==> src/gc_pkg.sv <==
/*
 * Machine mode only. ECALL always reports ECALL_M.
 * Instruction-queue IDs are 4 bits, which allows 16 instructions in flight.
 */

package gc_pkg;

    ////////////////////////////////////////
    // IDs and operation kinds

    // Instruction-queue ID
    typedef logic [3:0] id_t;

    // System operation kinds seen by the global control block
    typedef enum logic [2:0] {
        OP_NONE,
        OP_CSR,
        OP_ECALL,
        OP_EBREAK,
        OP_MRET,
        OP_FENCEI
    } gc_op_t;

    // Low two bits of funct3
    // 2'b00 is not a CSR op and never reaches here
    typedef enum logic [1:0] {
        CSR_RW = 2'b01,
        CSR_RS = 2'b10,
        CSR_RC = 2'b11
    } csr_op_t;

    ////////////////////////////////////////
    // Exceptions

    // mcause codes, interrupt bit never set
    typedef enum logic [4:0] {
        BREAKPOINT       = 5'd3,
        LOAD_MISALIGNED  = 5'd4,
        LOAD_FAULT       = 5'd5,
        STORE_MISALIGNED = 5'd6,
        STORE_FAULT      = 5'd7,
        ECALL_M          = 5'd11
    } exc_code_t;

    // 5 + 32 + 32 + 4 = 73 bits
    typedef struct packed {
        exc_code_t   code;
        logic [31:0] pc;
        logic [31:0] tval;
        id_t         id;
    } exception_packet_t;

    ////////////////////////////////////////
    // Machine CSR addresses
    localparam logic [11:0] CSR_MSTATUS  = 12'h300;
    localparam logic [11:0] CSR_MTVEC    = 12'h305;
    localparam logic [11:0] CSR_MSCRATCH = 12'h340;
    localparam logic [11:0] CSR_MEPC     = 12'h341;
    localparam logic [11:0] CSR_MCAUSE   = 12'h342;
    localparam logic [11:0] CSR_MTVAL    = 12'h343;

endpackage

==> src/gc_cmd_if.sv <==
/*
 * Sequencer to CSR stage commands. At most one of csr_valid, trap_valid,
 * mret and fence_i is high in any cycle.
 */
`timescale 1ns/1ps

interface gc_cmd_if;
    // CSR instruction
    logic                      csr_valid;
    logic [11:0]               csr_addr;
    gc_pkg::csr_op_t           csr_op;
    logic [31:0]               csr_operand;
    logic                      csr_write;
    gc_pkg::id_t               id;
    // Trap entry
    logic                      trap_valid;
    gc_pkg::exception_packet_t trap;
    // Redirects, pc of the instruction itself
    logic                      mret;
    logic                      fence_i;
    logic [31:0]               pc;

    modport seq (
        output csr_valid, csr_addr, csr_op, csr_operand, csr_write, id,
        output trap_valid, trap, mret, fence_i, pc
    );

    modport csr (
        input csr_valid, csr_addr, csr_op, csr_operand, csr_write, id,
        input trap_valid, trap, mret, fence_i, pc
    );
endinterface

==> src/gc_req_if.sv <==
/*
 * Decoded system request, decode to sequencer.
 * valid is a one-cycle strobe; the other fields are only meaningful with it.
 */
`timescale 1ns/1ps

interface gc_req_if;
    logic             valid;
    gc_pkg::gc_op_t   op;
    logic [31:0]      pc;
    // CSR fields, only used when op is OP_CSR
    logic [11:0]      csr_addr;
    gc_pkg::csr_op_t  csr_op;
    logic [31:0]      csr_operand;
    logic             csr_write;
    gc_pkg::id_t      id;

    modport decode (
        output valid, op, pc, csr_addr, csr_op, csr_operand, csr_write, id
    );

    modport seq (
        input valid, op, pc, csr_addr, csr_op, csr_operand, csr_write, id
    );
endinterface

==> src/csr_trap_unit.sv <==
/*
 * Stage 3, machine CSRs only. mstatus keeps MIE and MPIE, MPP reads as 3.
 * mtvec is direct mode. Unknown CSR addresses read zero and ignore writes.
 */
`timescale 1ns/1ps

module csr_trap_unit #(
    parameter logic [31:0] MTVEC_RESET = 32'h0000_0100
) (
    input  logic          clk,
    input  logic          rst,
    gc_cmd_if.csr         cmd,
    output logic          fetch_pc_override,
    output logic [31:0]   fetch_pc,
    output logic          wb_valid,
    output gc_pkg::id_t   wb_id,
    output logic [31:0]   wb_data
);

    logic                 mie;
    logic                 mpie;
    logic [31:0]          mtvec;
    logic [31:0]          mscratch;
    logic [31:0]          mepc;
    gc_pkg::exc_code_t    mcause;
    logic [31:0]          mtval;
    logic [31:0]          csr_old;
    logic [31:0]          csr_new;
    logic                 csr_we;

    ////////////////////////////////////////
    // Read and modify
    always_comb begin
        case (cmd.csr_addr)
            gc_pkg::CSR_MSTATUS:  csr_old = {19'b0, 2'b11, 3'b0, mpie, 3'b0, mie, 3'b0};
            gc_pkg::CSR_MTVEC:    csr_old = mtvec;
            gc_pkg::CSR_MSCRATCH: csr_old = mscratch;
            gc_pkg::CSR_MEPC:     csr_old = mepc;
            gc_pkg::CSR_MCAUSE:   csr_old = {27'b0, mcause};
            gc_pkg::CSR_MTVAL:    csr_old = mtval;
            default:              csr_old = '0;
        endcase
    end

    always_comb begin
        case (cmd.csr_op)
            gc_pkg::CSR_RS: csr_new = csr_old | cmd.csr_operand;
            gc_pkg::CSR_RC: csr_new = csr_old & ~cmd.csr_operand;
            default:        csr_new = cmd.csr_operand;
        endcase
    end

    assign csr_we = cmd.csr_valid && cmd.csr_write;

    ////////////////////////////////////////
    // CSR state
    always_ff @(posedge clk) begin
        if (rst) begin
            mie      <= 1'b0;
            mpie     <= 1'b0;
            mtvec    <= {MTVEC_RESET[31:2], 2'b00};
            mscratch <= '0;
            mepc     <= '0;
            mcause   <= gc_pkg::exc_code_t'(5'd0);
            mtval    <= '0;
        end else if (cmd.trap_valid) begin
            // Trap entry, interrupts off
            mepc   <= cmd.trap.pc;
            mcause <= cmd.trap.code;
            mtval  <= cmd.trap.tval;
            mpie   <= mie;
            mie    <= 1'b0;
        end else if (cmd.mret) begin
            mie  <= mpie;
            mpie <= 1'b1;
        end else if (csr_we) begin
            case (cmd.csr_addr)
                gc_pkg::CSR_MSTATUS: begin
                    mie  <= csr_new[3];
                    mpie <= csr_new[7];
                end
                // Direct mode base, word aligned
                gc_pkg::CSR_MTVEC:    mtvec    <= {csr_new[31:2], 2'b00};
                gc_pkg::CSR_MSCRATCH: mscratch <= csr_new;
                gc_pkg::CSR_MEPC:     mepc     <= {csr_new[31:2], 2'b00};
                gc_pkg::CSR_MCAUSE:   mcause   <= gc_pkg::exc_code_t'(csr_new[4:0]);
                gc_pkg::CSR_MTVAL:    mtval    <= csr_new;
                default: ;
            endcase
        end
    end

    ////////////////////////////////////////
    // Write-back and redirect
    always_ff @(posedge clk) begin
        if (rst) begin
            wb_valid          <= 1'b0;
            fetch_pc_override <= 1'b0;
        end else begin
            wb_valid          <= cmd.csr_valid;
            fetch_pc_override <= cmd.trap_valid || cmd.mret || cmd.fence_i;
        end
    end

    always_ff @(posedge clk) begin
        wb_id   <= cmd.id;
        wb_data <= csr_old;
        // mepc read before any update this cycle
        if (cmd.trap_valid) begin
            fetch_pc <= mtvec;
        end else if (cmd.mret) begin
            fetch_pc <= mepc;
        end else begin
            fetch_pc <= cmd.pc + 32'd4;
        end
    end

    // Sequencer keeps the command groups exclusive
    one_cmd_strobe: assert property (@(posedge clk) disable iff (rst)
        $onehot0({cmd.csr_valid, cmd.trap_valid, cmd.mret, cmd.fence_i}));

endmodule

==> src/gc_decode.sv <==
/*
 * Stage 1. issue_valid must only be raised for SYSTEM or FENCE.I instructions
 * while gc_ready is high. Anything else decodes as OP_NONE and is dropped.
 */
`timescale 1ns/1ps

module gc_decode (
    input  logic          clk,
    input  logic          rst,
    input  logic          issue_valid,
    input  logic [31:0]   instruction,
    input  logic [31:0]   pc,
    input  logic [31:0]   rs1_data,
    input  gc_pkg::id_t   issue_id,
    gc_req_if.decode      req
);

    localparam logic [6:0] OPC_SYSTEM   = 7'b1110011;
    localparam logic [6:0] OPC_MISC_MEM = 7'b0001111;

    logic [6:0]       opcode;
    logic [2:0]       funct3;
    logic [4:0]       rs1_field;
    logic [11:0]      imm12;
    gc_pkg::gc_op_t   op;
    gc_pkg::csr_op_t  csr_op;
    logic [31:0]      csr_operand;
    logic             csr_write;

    // Field split
    assign opcode    = instruction[6:0];
    assign funct3    = instruction[14:12];
    assign rs1_field = instruction[19:15];
    assign imm12     = instruction[31:20];

    ////////////////////////////////////////
    // Classification
    always_comb begin
        op = gc_pkg::OP_NONE;
        if (opcode == OPC_SYSTEM) begin
            if (funct3 != 3'b000) begin
                op = gc_pkg::OP_CSR;
            end else begin
                // funct12 picks the privileged op
                case (imm12)
                    12'h000: op = gc_pkg::OP_ECALL;
                    12'h001: op = gc_pkg::OP_EBREAK;
                    12'h302: op = gc_pkg::OP_MRET;
                    default: op = gc_pkg::OP_NONE;
                endcase
            end
        end else if (opcode == OPC_MISC_MEM && funct3 == 3'b001) begin
            op = gc_pkg::OP_FENCEI;
        end
    end

    // CSR operand and write flag
    assign csr_op      = gc_pkg::csr_op_t'(funct3[1:0]);
    // Immediate forms use the zero-extended rs1 field
    assign csr_operand = funct3[2] ? {27'b0, rs1_field} : rs1_data;
    // Set or clear with x0/zimm 0 is a pure read
    assign csr_write   = (csr_op == gc_pkg::CSR_RW) || (rs1_field != 5'd0);

    ////////////////////////////////////////
    // Stage register
    always_ff @(posedge clk) begin
        if (rst) begin
            req.valid <= 1'b0;
        end else begin
            req.valid <= issue_valid && (op != gc_pkg::OP_NONE);
        end
    end

    // Payload, no reset
    always_ff @(posedge clk) begin
        req.op          <= op;
        req.pc          <= pc;
        req.csr_addr    <= imm12;
        req.csr_op      <= csr_op;
        req.csr_operand <= csr_operand;
        req.csr_write   <= csr_write;
        req.id          <= issue_id;
    end

endmodule

==> src/gc_sequencer.sv <==
/*
 * Stage 2 control FSM. CLEAR_DEPTH must be at least 2.
 * Only one system request may be in flight; there is no back-pressure.
 */
`timescale 1ns/1ps

module gc_sequencer #(
    parameter int CLEAR_DEPTH = 32
) (
    input  logic                       clk,
    input  logic                       rst,
    gc_req_if.seq                      req,
    gc_cmd_if.seq                      cmd,
    input  logic                       ls_issue,
    input  logic                       ls_fifo_empty,
    input  logic                       ls_exception_valid,
    input  gc_pkg::exception_packet_t  ls_exception,
    input  gc_pkg::id_t                oldest_id,
    input  logic                       iq_empty,
    output logic                       gc_ready,
    output logic                       issue_hold,
    output logic                       issue_flush,
    output logic                       supress_writeback,
    output logic                       inuse_clear,
    output logic                       fetch_flush
);

    typedef enum logic [2:0] {RST, CLEAR, IDLE, LS_POSSIBLE, DRAIN, DISCARD} state_t;

    state_t state;
    state_t next_state;

    logic [CLEAR_DEPTH-1:0]     clear_count;
    logic                       busy;
    logic                       cmd_any;
    logic                       ls_capture;
    logic                       ls_trap;
    gc_pkg::exception_packet_t  ls_held;
    gc_pkg::exception_packet_t  ls_packet;

    ////////////////////////////////////////
    // State machine
    always_ff @(posedge clk) begin
        if (rst) begin
            state <= RST;
        end else begin
            state <= next_state;
        end
    end

    always_comb begin
        next_state = state;
        case (state)
            RST:   next_state = CLEAR;
            CLEAR: if (clear_count[CLEAR_DEPTH-1]) next_state = IDLE;
            IDLE:  if (ls_issue) next_state = LS_POSSIBLE;
            LS_POSSIBLE: begin
                // Empty FIFO wins since nothing left can fault
                if (ls_fifo_empty) begin
                    next_state = IDLE;
                end else if (ls_exception_valid) begin
                    next_state = (ls_exception.id == oldest_id) ? DISCARD : DRAIN;
                end
            end
            DRAIN:   if (ls_held.id == oldest_id) next_state = DISCARD;
            DISCARD: if (iq_empty) next_state = IDLE;
            default: next_state = RST;
        endcase
    end

    // One-hot shift with bit 0 set on entry to CLEAR
    always_ff @(posedge clk) begin
        if (rst) begin
            clear_count <= '0;
        end else begin
            clear_count <= {clear_count[CLEAR_DEPTH-2:0], state == RST};
        end
    end

    ////////////////////////////////////////
    // Load/store exception capture
    assign ls_capture = (state == LS_POSSIBLE) && !ls_fifo_empty && ls_exception_valid;
    assign ls_trap    = (next_state == DISCARD) && (state != DISCARD);
    // Straight to DISCARD uses the live packet
    assign ls_packet  = (state == LS_POSSIBLE) ? ls_exception : ls_held;

    always_ff @(posedge clk) begin
        if (ls_capture) begin
            ls_held <= ls_exception;
        end
    end

    ////////////////////////////////////////
    // Request in flight
    assign cmd_any = cmd.csr_valid || cmd.trap_valid || cmd.mret || cmd.fence_i;

    // Set on request and cleared as the command enters stage 3
    always_ff @(posedge clk) begin
        if (rst) begin
            busy <= 1'b0;
        end else if (req.valid) begin
            busy <= 1'b1;
        end else if (cmd_any) begin
            busy <= 1'b0;
        end
    end

    assign gc_ready = (state == IDLE) && !req.valid && !busy;

    ////////////////////////////////////////
    // Command strobes
    always_ff @(posedge clk) begin
        if (rst) begin
            cmd.csr_valid  <= 1'b0;
            cmd.trap_valid <= 1'b0;
            cmd.mret       <= 1'b0;
            cmd.fence_i    <= 1'b0;
        end else begin
            cmd.csr_valid  <= req.valid && (req.op == gc_pkg::OP_CSR);
            cmd.trap_valid <= ls_trap || (req.valid &&
                              (req.op inside {gc_pkg::OP_ECALL, gc_pkg::OP_EBREAK}));
            cmd.mret       <= req.valid && (req.op == gc_pkg::OP_MRET);
            cmd.fence_i    <= req.valid && (req.op == gc_pkg::OP_FENCEI);
        end
    end

    // Command payload
    always_ff @(posedge clk) begin
        cmd.csr_addr    <= req.csr_addr;
        cmd.csr_op      <= req.csr_op;
        cmd.csr_operand <= req.csr_operand;
        cmd.csr_write   <= req.csr_write;
        cmd.id          <= req.id;
        cmd.pc          <= req.pc;
        if (ls_trap) begin
            cmd.trap <= ls_packet;
        end else begin
            // ECALL or EBREAK with a zero tval
            cmd.trap.code <= (req.op == gc_pkg::OP_ECALL) ? gc_pkg::ECALL_M
                                                          : gc_pkg::BREAKPOINT;
            cmd.trap.pc   <= req.pc;
            cmd.trap.tval <= '0;
            cmd.trap.id   <= req.id;
        end
    end

    ////////////////////////////////////////
    // Issue and fetch control
    always_ff @(posedge clk) begin
        if (rst) begin
            issue_hold        <= 1'b0;
            issue_flush       <= 1'b0;
            supress_writeback <= 1'b0;
            inuse_clear       <= 1'b0;
            fetch_flush       <= 1'b0;
        end else begin
            issue_hold        <= req.valid ||
                                 (next_state inside {CLEAR, DRAIN, DISCARD});
            issue_flush       <= (next_state == DISCARD);
            supress_writeback <= (next_state inside {CLEAR, DISCARD});
            inuse_clear       <= (next_state == CLEAR);
            fetch_flush       <= req.valid || ls_capture;
        end
    end

    // Decode only forwards what was issued under gc_ready
    req_when_ready: assert property (@(posedge clk) disable iff (rst)
        req.valid |-> (state == IDLE) && !busy);

    // Clear pulse lines up with a single counter bit
    clear_only_in_clear: assert property (@(posedge clk) disable iff (rst)
        inuse_clear |-> (state == CLEAR) && $onehot(clear_count));

endmodule

==> src/gc_top.sv <==
/*
 * Global control block. issue_valid only while gc_ready is high,
 * one system instruction in flight. Load/store exceptions arrive as pulses.
 */
`timescale 1ns/1ps

module gc_top #(
    parameter int          CLEAR_DEPTH = 32,
    parameter logic [31:0] MTVEC_RESET = 32'h0000_0100
) (
    input  logic                       clk,
    input  logic                       rst,
    // Issue
    input  logic                       issue_valid,
    input  logic [31:0]                instruction,
    input  logic [31:0]                pc,
    input  logic [31:0]                rs1_data,
    input  gc_pkg::id_t                issue_id,
    output logic                       gc_ready,
    // Load/store unit
    input  logic                       ls_issue,
    input  logic                       ls_fifo_empty,
    input  logic                       ls_exception_valid,
    input  gc_pkg::exception_packet_t  ls_exception,
    // Instruction queue
    input  gc_pkg::id_t                oldest_id,
    input  logic                       iq_empty,
    // Issue and fetch control
    output logic                       issue_hold,
    output logic                       issue_flush,
    output logic                       supress_writeback,
    output logic                       inuse_clear,
    output logic                       fetch_flush,
    output logic                       fetch_pc_override,
    output logic [31:0]                fetch_pc,
    // CSR write-back
    output logic                       wb_valid,
    output gc_pkg::id_t                wb_id,
    output logic [31:0]                wb_data
);

    gc_req_if req ();
    gc_cmd_if cmd ();

    gc_decode u_decode (.*);

    gc_sequencer #(.CLEAR_DEPTH(CLEAR_DEPTH)) u_sequencer (.*);

    csr_trap_unit #(.MTVEC_RESET(MTVEC_RESET)) u_csr (.*);

endmodule

==> config.mk <==
export PLATFORM = sky130hd
export DESIGN_NAME = gc_top
export DESIGN_NICKNAME = d
export VERILOG_FILES = /design/src/gc_pkg.sv /design/src/gc_cmd_if.sv /design/src/gc_req_if.sv /design/src/csr_trap_unit.sv /design/src/gc_decode.sv /design/src/gc_sequencer.sv /design/src/gc_top.sv
export SDC_FILE = /design/constraint.sdc
export NUM_CORES = 1
export LEC_CHECK = 0
export BUFFER_PORTS_ARGS = -buffer_cell sky130_fd_sc_hd__buf_2
export CORE_ASPECT_RATIO = 1.75
export CORE_UTILIZATION = 35
export CTS_BUF_LIST = sky130_fd_sc_hd__clkbuf_16
export CTS_CLUSTER_DIAMETER = 30
export DETAILED_ROUTE_END_ITERATION = 6
export REMOVE_ABC_BUFFERS = 1
export SYNTH_ARGS = -nofsm -noshare
export SYNTH_HDL_FRONTEND = slang
export SYNTH_HIERARCHICAL = 1
export SYNTH_SLANG_ARGS = --single-unit
==> constraint.sdc <==
create_clock -name clk -period 6.65 [get_ports clk]
set_input_delay 0.9975 -clock clk [delete_from_list [all_inputs] [get_ports clk]]
set_output_delay 0.9975 -clock clk [all_outputs]
set_load 0.1 [all_outputs]
==> Yosys cells after proc, flatten, opt, wreduce, memory -nomap -nowiden <==
Index checks and enable logic that the tools add are counted.
Widths: inputs -> output; s select.
{ "word_totals": {"register_bits": 560} }
{ "classes": {"eq_ne": 31, "reduce_logical": 49, "n_addsub": 1, "muxes": 41, "bitwise_logic": 5} }
{ "op_table": {"columns": ["cell", "count"], "rows": [
  ["$mux 32", 10],
  ["$pmux 32 s6", 1],
  ["$mux 73", 2],
  ["$eq 12x10->1 const B", 7],
  ["$pmux 32 s2", 1],
  ["$add 32x3->32 const B", 1],
  ["$and 32x32->32", 1],
  ["$not 32->32", 1],
  ["$or 32x32->32", 1],
  ["$mux 3", 9],
  ["$mux 5", 5],
  ["$eq 3x3->1 const B", 6],
  ["$pmux 3 s6", 1],
  ["$reduce_bool 2->1", 9],
  ["$reduce_bool 3->1", 5],
  ["$eq 12x1->1 const B", 1],
  ["$eq 3x1->1 const B", 4],
  ["$eq 3x2->1 const B", 4],
  ["$logic_and 1x1->1", 12],
  ["$logic_not 12->1", 1],
  ["$mux 1", 10],
  ["$logic_or 1x1->1", 9],
  ["$pmux 3 s3", 1],
  ["$reduce_and 3->1", 3],
  ["15 further kinds", 22]
]} }

==> Logic depth before layout (Yosys ltp) <==
{ "logic_depth": {"depth_word": 8, "depth_mapped": 9} }

==> Cells and area by module <==
Netlist, hierarchy kept.
{ "modules_own_cells": {"columns": ["module", "cells_per_inst", "n_inst", "seq_area_each_um2", "area_per_inst_um2"], "rows": [
  ["csr_trap_unit", 1192, 1, 4063.9, 9939.5],
  ["gc_sequencer", 642, 1, 6216.0, 8272.9],
  ["gc_decode", 148, 1, 1741.7, 2167.1]
]} }

==> Worst setup path before layout <==
No wires, ideal clock.
{ "synth_timing": {"path_kind": "input-to-reg", "start": "input port ls_fifo_empty", "end": "register, netlist name u_sequencer/cmd.trap[39]", "stages": 6, "arrival_ps": 5737, "setup_slack_ps": 792, "required_time_ps": 6529, "cell_sequence": "and3b_1 > nor2b_1 > o32ai_2 > buf_6 > buf_6 > mux2_4"} }
{ "synth_between": {"elab_chain_len": 5} }
{ "synth_rtl": {"columns": ["item", "line_no", "text"], "rows": [
  ["start: declaration", "gc_top.sv:22", "input logic ls_fifo_empty,"],
  ["$mux 3", "gc_sequencer.sv:59", "if (ls_fifo_empty) begin"],
  ["$pmux 3 s6", "gc_sequencer.sv:53", "case (state)"],
  ["$eq 3x3->1", "gc_sequencer.sv:83", "assign ls_trap = (next_state == DISCARD) && (state != DISCARD);"],
  ["$logic_and 1x1->1", "gc_sequencer.sv:83", null],
  ["$mux 73", "gc_sequencer.sv:135", "if (ls_trap) begin"]
]} }
No other way between the ends.
A chain may end at the register's enable or synchronous reset.

==> Worst setup path in the final report <==
{ "layout_timing": {"start": "register u_sequencer.cmd.csr_addr[0]", "end": "register u_csr.mepc[20]"} }
{ "layout_between": {"elab_chain_len": 8, "elab_cells_between_ends": 16, "cone_classes": "6 x eq/ne; 6 x mux; 2 x bitwise; 2 x reduce/logical"} }
{ "layout_rtl": {"columns": ["item", "line_no", "text"], "rows": [
  ["start: declaration", "gc_cmd_if.sv:24", "output csr_valid, csr_addr, csr_op, csr_operand, csr_write, id,"],
  ["$eq 12x10->1 (on tied branches)", "csr_trap_unit.sv:34, csr_trap_unit.sv:77", null],
  ["$pmux 32 s6", "csr_trap_unit.sv:34", "case (cmd.csr_addr)"],
  ["$and 32x32->32 or $or 32x32->32 (tied branches)", "csr_trap_unit.sv:48, csr_trap_unit.sv:47", null],
  ["$pmux 32 s2", "csr_trap_unit.sv:46", "case (cmd.csr_op)"],
  ["$mux 32", "csr_trap_unit.sv:77", "case (cmd.csr_addr)"],
  ["$mux 32", "csr_trap_unit.sv:76", "end else if (csr_we) begin"],
  ["$mux 32", "csr_trap_unit.sv:73", "end else if (cmd.mret) begin"],
  ["$mux 32", "csr_trap_unit.sv:66", "end else if (cmd.trap_valid) begin"],
  ["end signal: assignment", "csr_trap_unit.sv:68", "mepc <= cmd.trap.pc;"],
  ["end signal: assignment", "csr_trap_unit.sv:85", "gc_pkg::CSR_MEPC: mepc <= {csr_new[31:2], 2'b00};"],
  ["end: declaration", "csr_trap_unit.sv:24", "logic [31:0] mepc;"]
]} }
Parallel ways exist; a longest one is shown, timed or not. The select of a mux whose other input is x is not followed.

==> metrics.cfg <==
[logic_synthesis]
yosysWarnings=6
syn_area_per_cell_um2=10.3
netlist_instances=1962
synth_area_um2=20200

[sta]
slew_viol_final=0
tightest_slew_ps=1450
rsz0062_at_grt=no
finalCritPeriodShare_pct=62.3
hold_viol_final=0
maxSlewHeadroom_pct=2.89
holdWs_ps=321
setup_viol=0
min_period_ps=4140
max_freq_ghz=0.241
clock_skew_ps=36.3

[critical_path]
path_max_fanout=35
cp_data_required_time_ps=7180
worstPathArrival_ps=4680
cp-start-kind=flip-flop
critical_path_class=reg -> reg
end_kind=flip-flop

[job]
drv_cap=0

[power_and_ir_drop]
ir_drop_uv=283
power.total_mw=8.60
p_per_area_nw_per_um2=341
netSwitchingPower_mw=2.10
p_int_mw=6.50
combPwrFrac_pct=4.0
p_clk_share_pct=54.5
pwr-share-seq_pct=41.5
power_leakage_nw=9.84
swShare_pct=24.5

[cts]
cts.sinks=560
postCtsSetupBuffers=0
cts-root-buf=clkbuf_16
cts_tree=yes
clock_path_buffers=3
clk_pin_slew_worst_paths_ps=60
cts_htree_levels=3
cts_made_buffers=87
cts_resized=0
holdBufCountCts=0
insertion_delay_ps=640

[placed_design]
dpl_cell_area_um2=22100
port_buffers=254
dpl.cell_count=2874
place_congestion=0.869
dp_hpwl_um=42200

[drt]
drc=0
drt-total-wl_um=64800
drt_iter0_drc=1502
via_per_inst=5.32
drtAntennaViolNets=0
first_pass_iters=5
vias=16200
routedWlPerCell_um=21.3

[grt]
grt_pass1_vias=16500
grt_max_degree=82
antenna_found_initial=7
grt_pass1_wl_um=96600
grt_use_total_pct=22.0
grt_overflow=0

[layout]
final_cell_count_no_fill=3042
seqCellArea_um2=11900
final_layout_size_suffix_gt1_share_pct=23.9
num-nets-final=2381
final_area_um2=25200
multi_input_area_um2=7670
synthToLayoutAreaGrowth_pct=24.8
nFillCells=5587
fin_util_pct=44.1

[outcome]
status=finished, final reports clean

[floorplanning]
dieArea_um2=58700
start_util_pct=35.3
core_um2=57200
rows=116
dieHeight_um=320
io_pins=260
die-width_um=184

[worst_hold_path]
worstHoldPathType=reg -> reg

## registers in the layout (all words and copies together), names as in the netlist, 32 cells and up
signal	cells
u_csr/mscratch	32
u_csr/wb_data	32
u_csr/mepc	32
u_sequencer/ls_held	73
u_decode/req.csr_operand	32
u_sequencer/clear_count	32
u_sequencer/cmd.pc	32
u_sequencer/cmd.trap	69
u_csr/mtval	32
u_decode/req.pc	32
u_csr/fetch_pc	32
u_sequencer/cmd.csr_operand	32
## layout make-up
class                           count  share of cell area, %
Sequential cell                   560                   47.4
Multi-Input combinational cell   1245                   30.4
Clock buffer                       89                   8.83
Timing Repair Buffer              279                   5.80
Tap cell                          767                   3.81
Clock inverter                     75                   3.36
Inverter                           23                  0.342
Antenna cell                        4                 0.0397
## power by group through the flow
stage                     combinational, mW  clock (mW)  sequential (mW)
after floorplan                      0.0951           0             3.72
after global placement                0.337           0             3.64
after detailed placement              0.341           0             3.64
after CTS                             0.343        4.79             3.57
after global routing                  0.362        4.94             3.58
final                                 0.342        4.69             3.57
## cells in the final DEF (no fill, tap or decap), drive strengths merged, types with 40 or more instances in the layout
cell,instances
o21ai,43
nand3,56
dfxtp,487
nand2,310
nor2b,64
nor2,124
nor3,40
edfxtp,73
mux2,53
clkbuf,89
a21oi,124
buf,279
inv,59
## per-layer routing
layer  global-route usage (%)  vias up  part of all wire (%)
li1                         -     7504                     -
met1                     24.5     7652                    37
met2                     37.2      824                    49
met3                     4.43      210                   7.3
met4                     15.5        2                   6.2
met5                        0        -                 0.020
## worst max-delay path, cell delays in order (launching register included)
cell      delay (ps)
dfxtp_2          320
buf_4            490
and3b_1          890
and4_1           890
buf_4            510
or2_2            520
o221ai_1         210
a31oi_1          180
## through the flow
step,worst slack [ps],setup TNS (ps)
global route,2460,0
detailed placement,2690,0
CTS,2650,0
floorplan,-1950,-123150
global placement,2770,0
finish,2510,0
## path summary, 6_finish.rpt
kind                                             startpoint               endpoint  slack [ps]  cells after the start
worst max register to register  u_sequencer/cmd.csr_addr[0]         u_csr/mepc[20]        2510                      7
worst max-delay path            u_sequencer/cmd.csr_addr[0]         u_csr/mepc[20]        2510                      7
worst min-delay path                     u_decode/req.id[1]  u_sequencer/cmd.id[1]         320                      0
worst min register to register           u_decode/req.id[1]  u_sequencer/cmd.id[1]         320                      0
No activity file was read; power rests on OpenSTA's default activity.
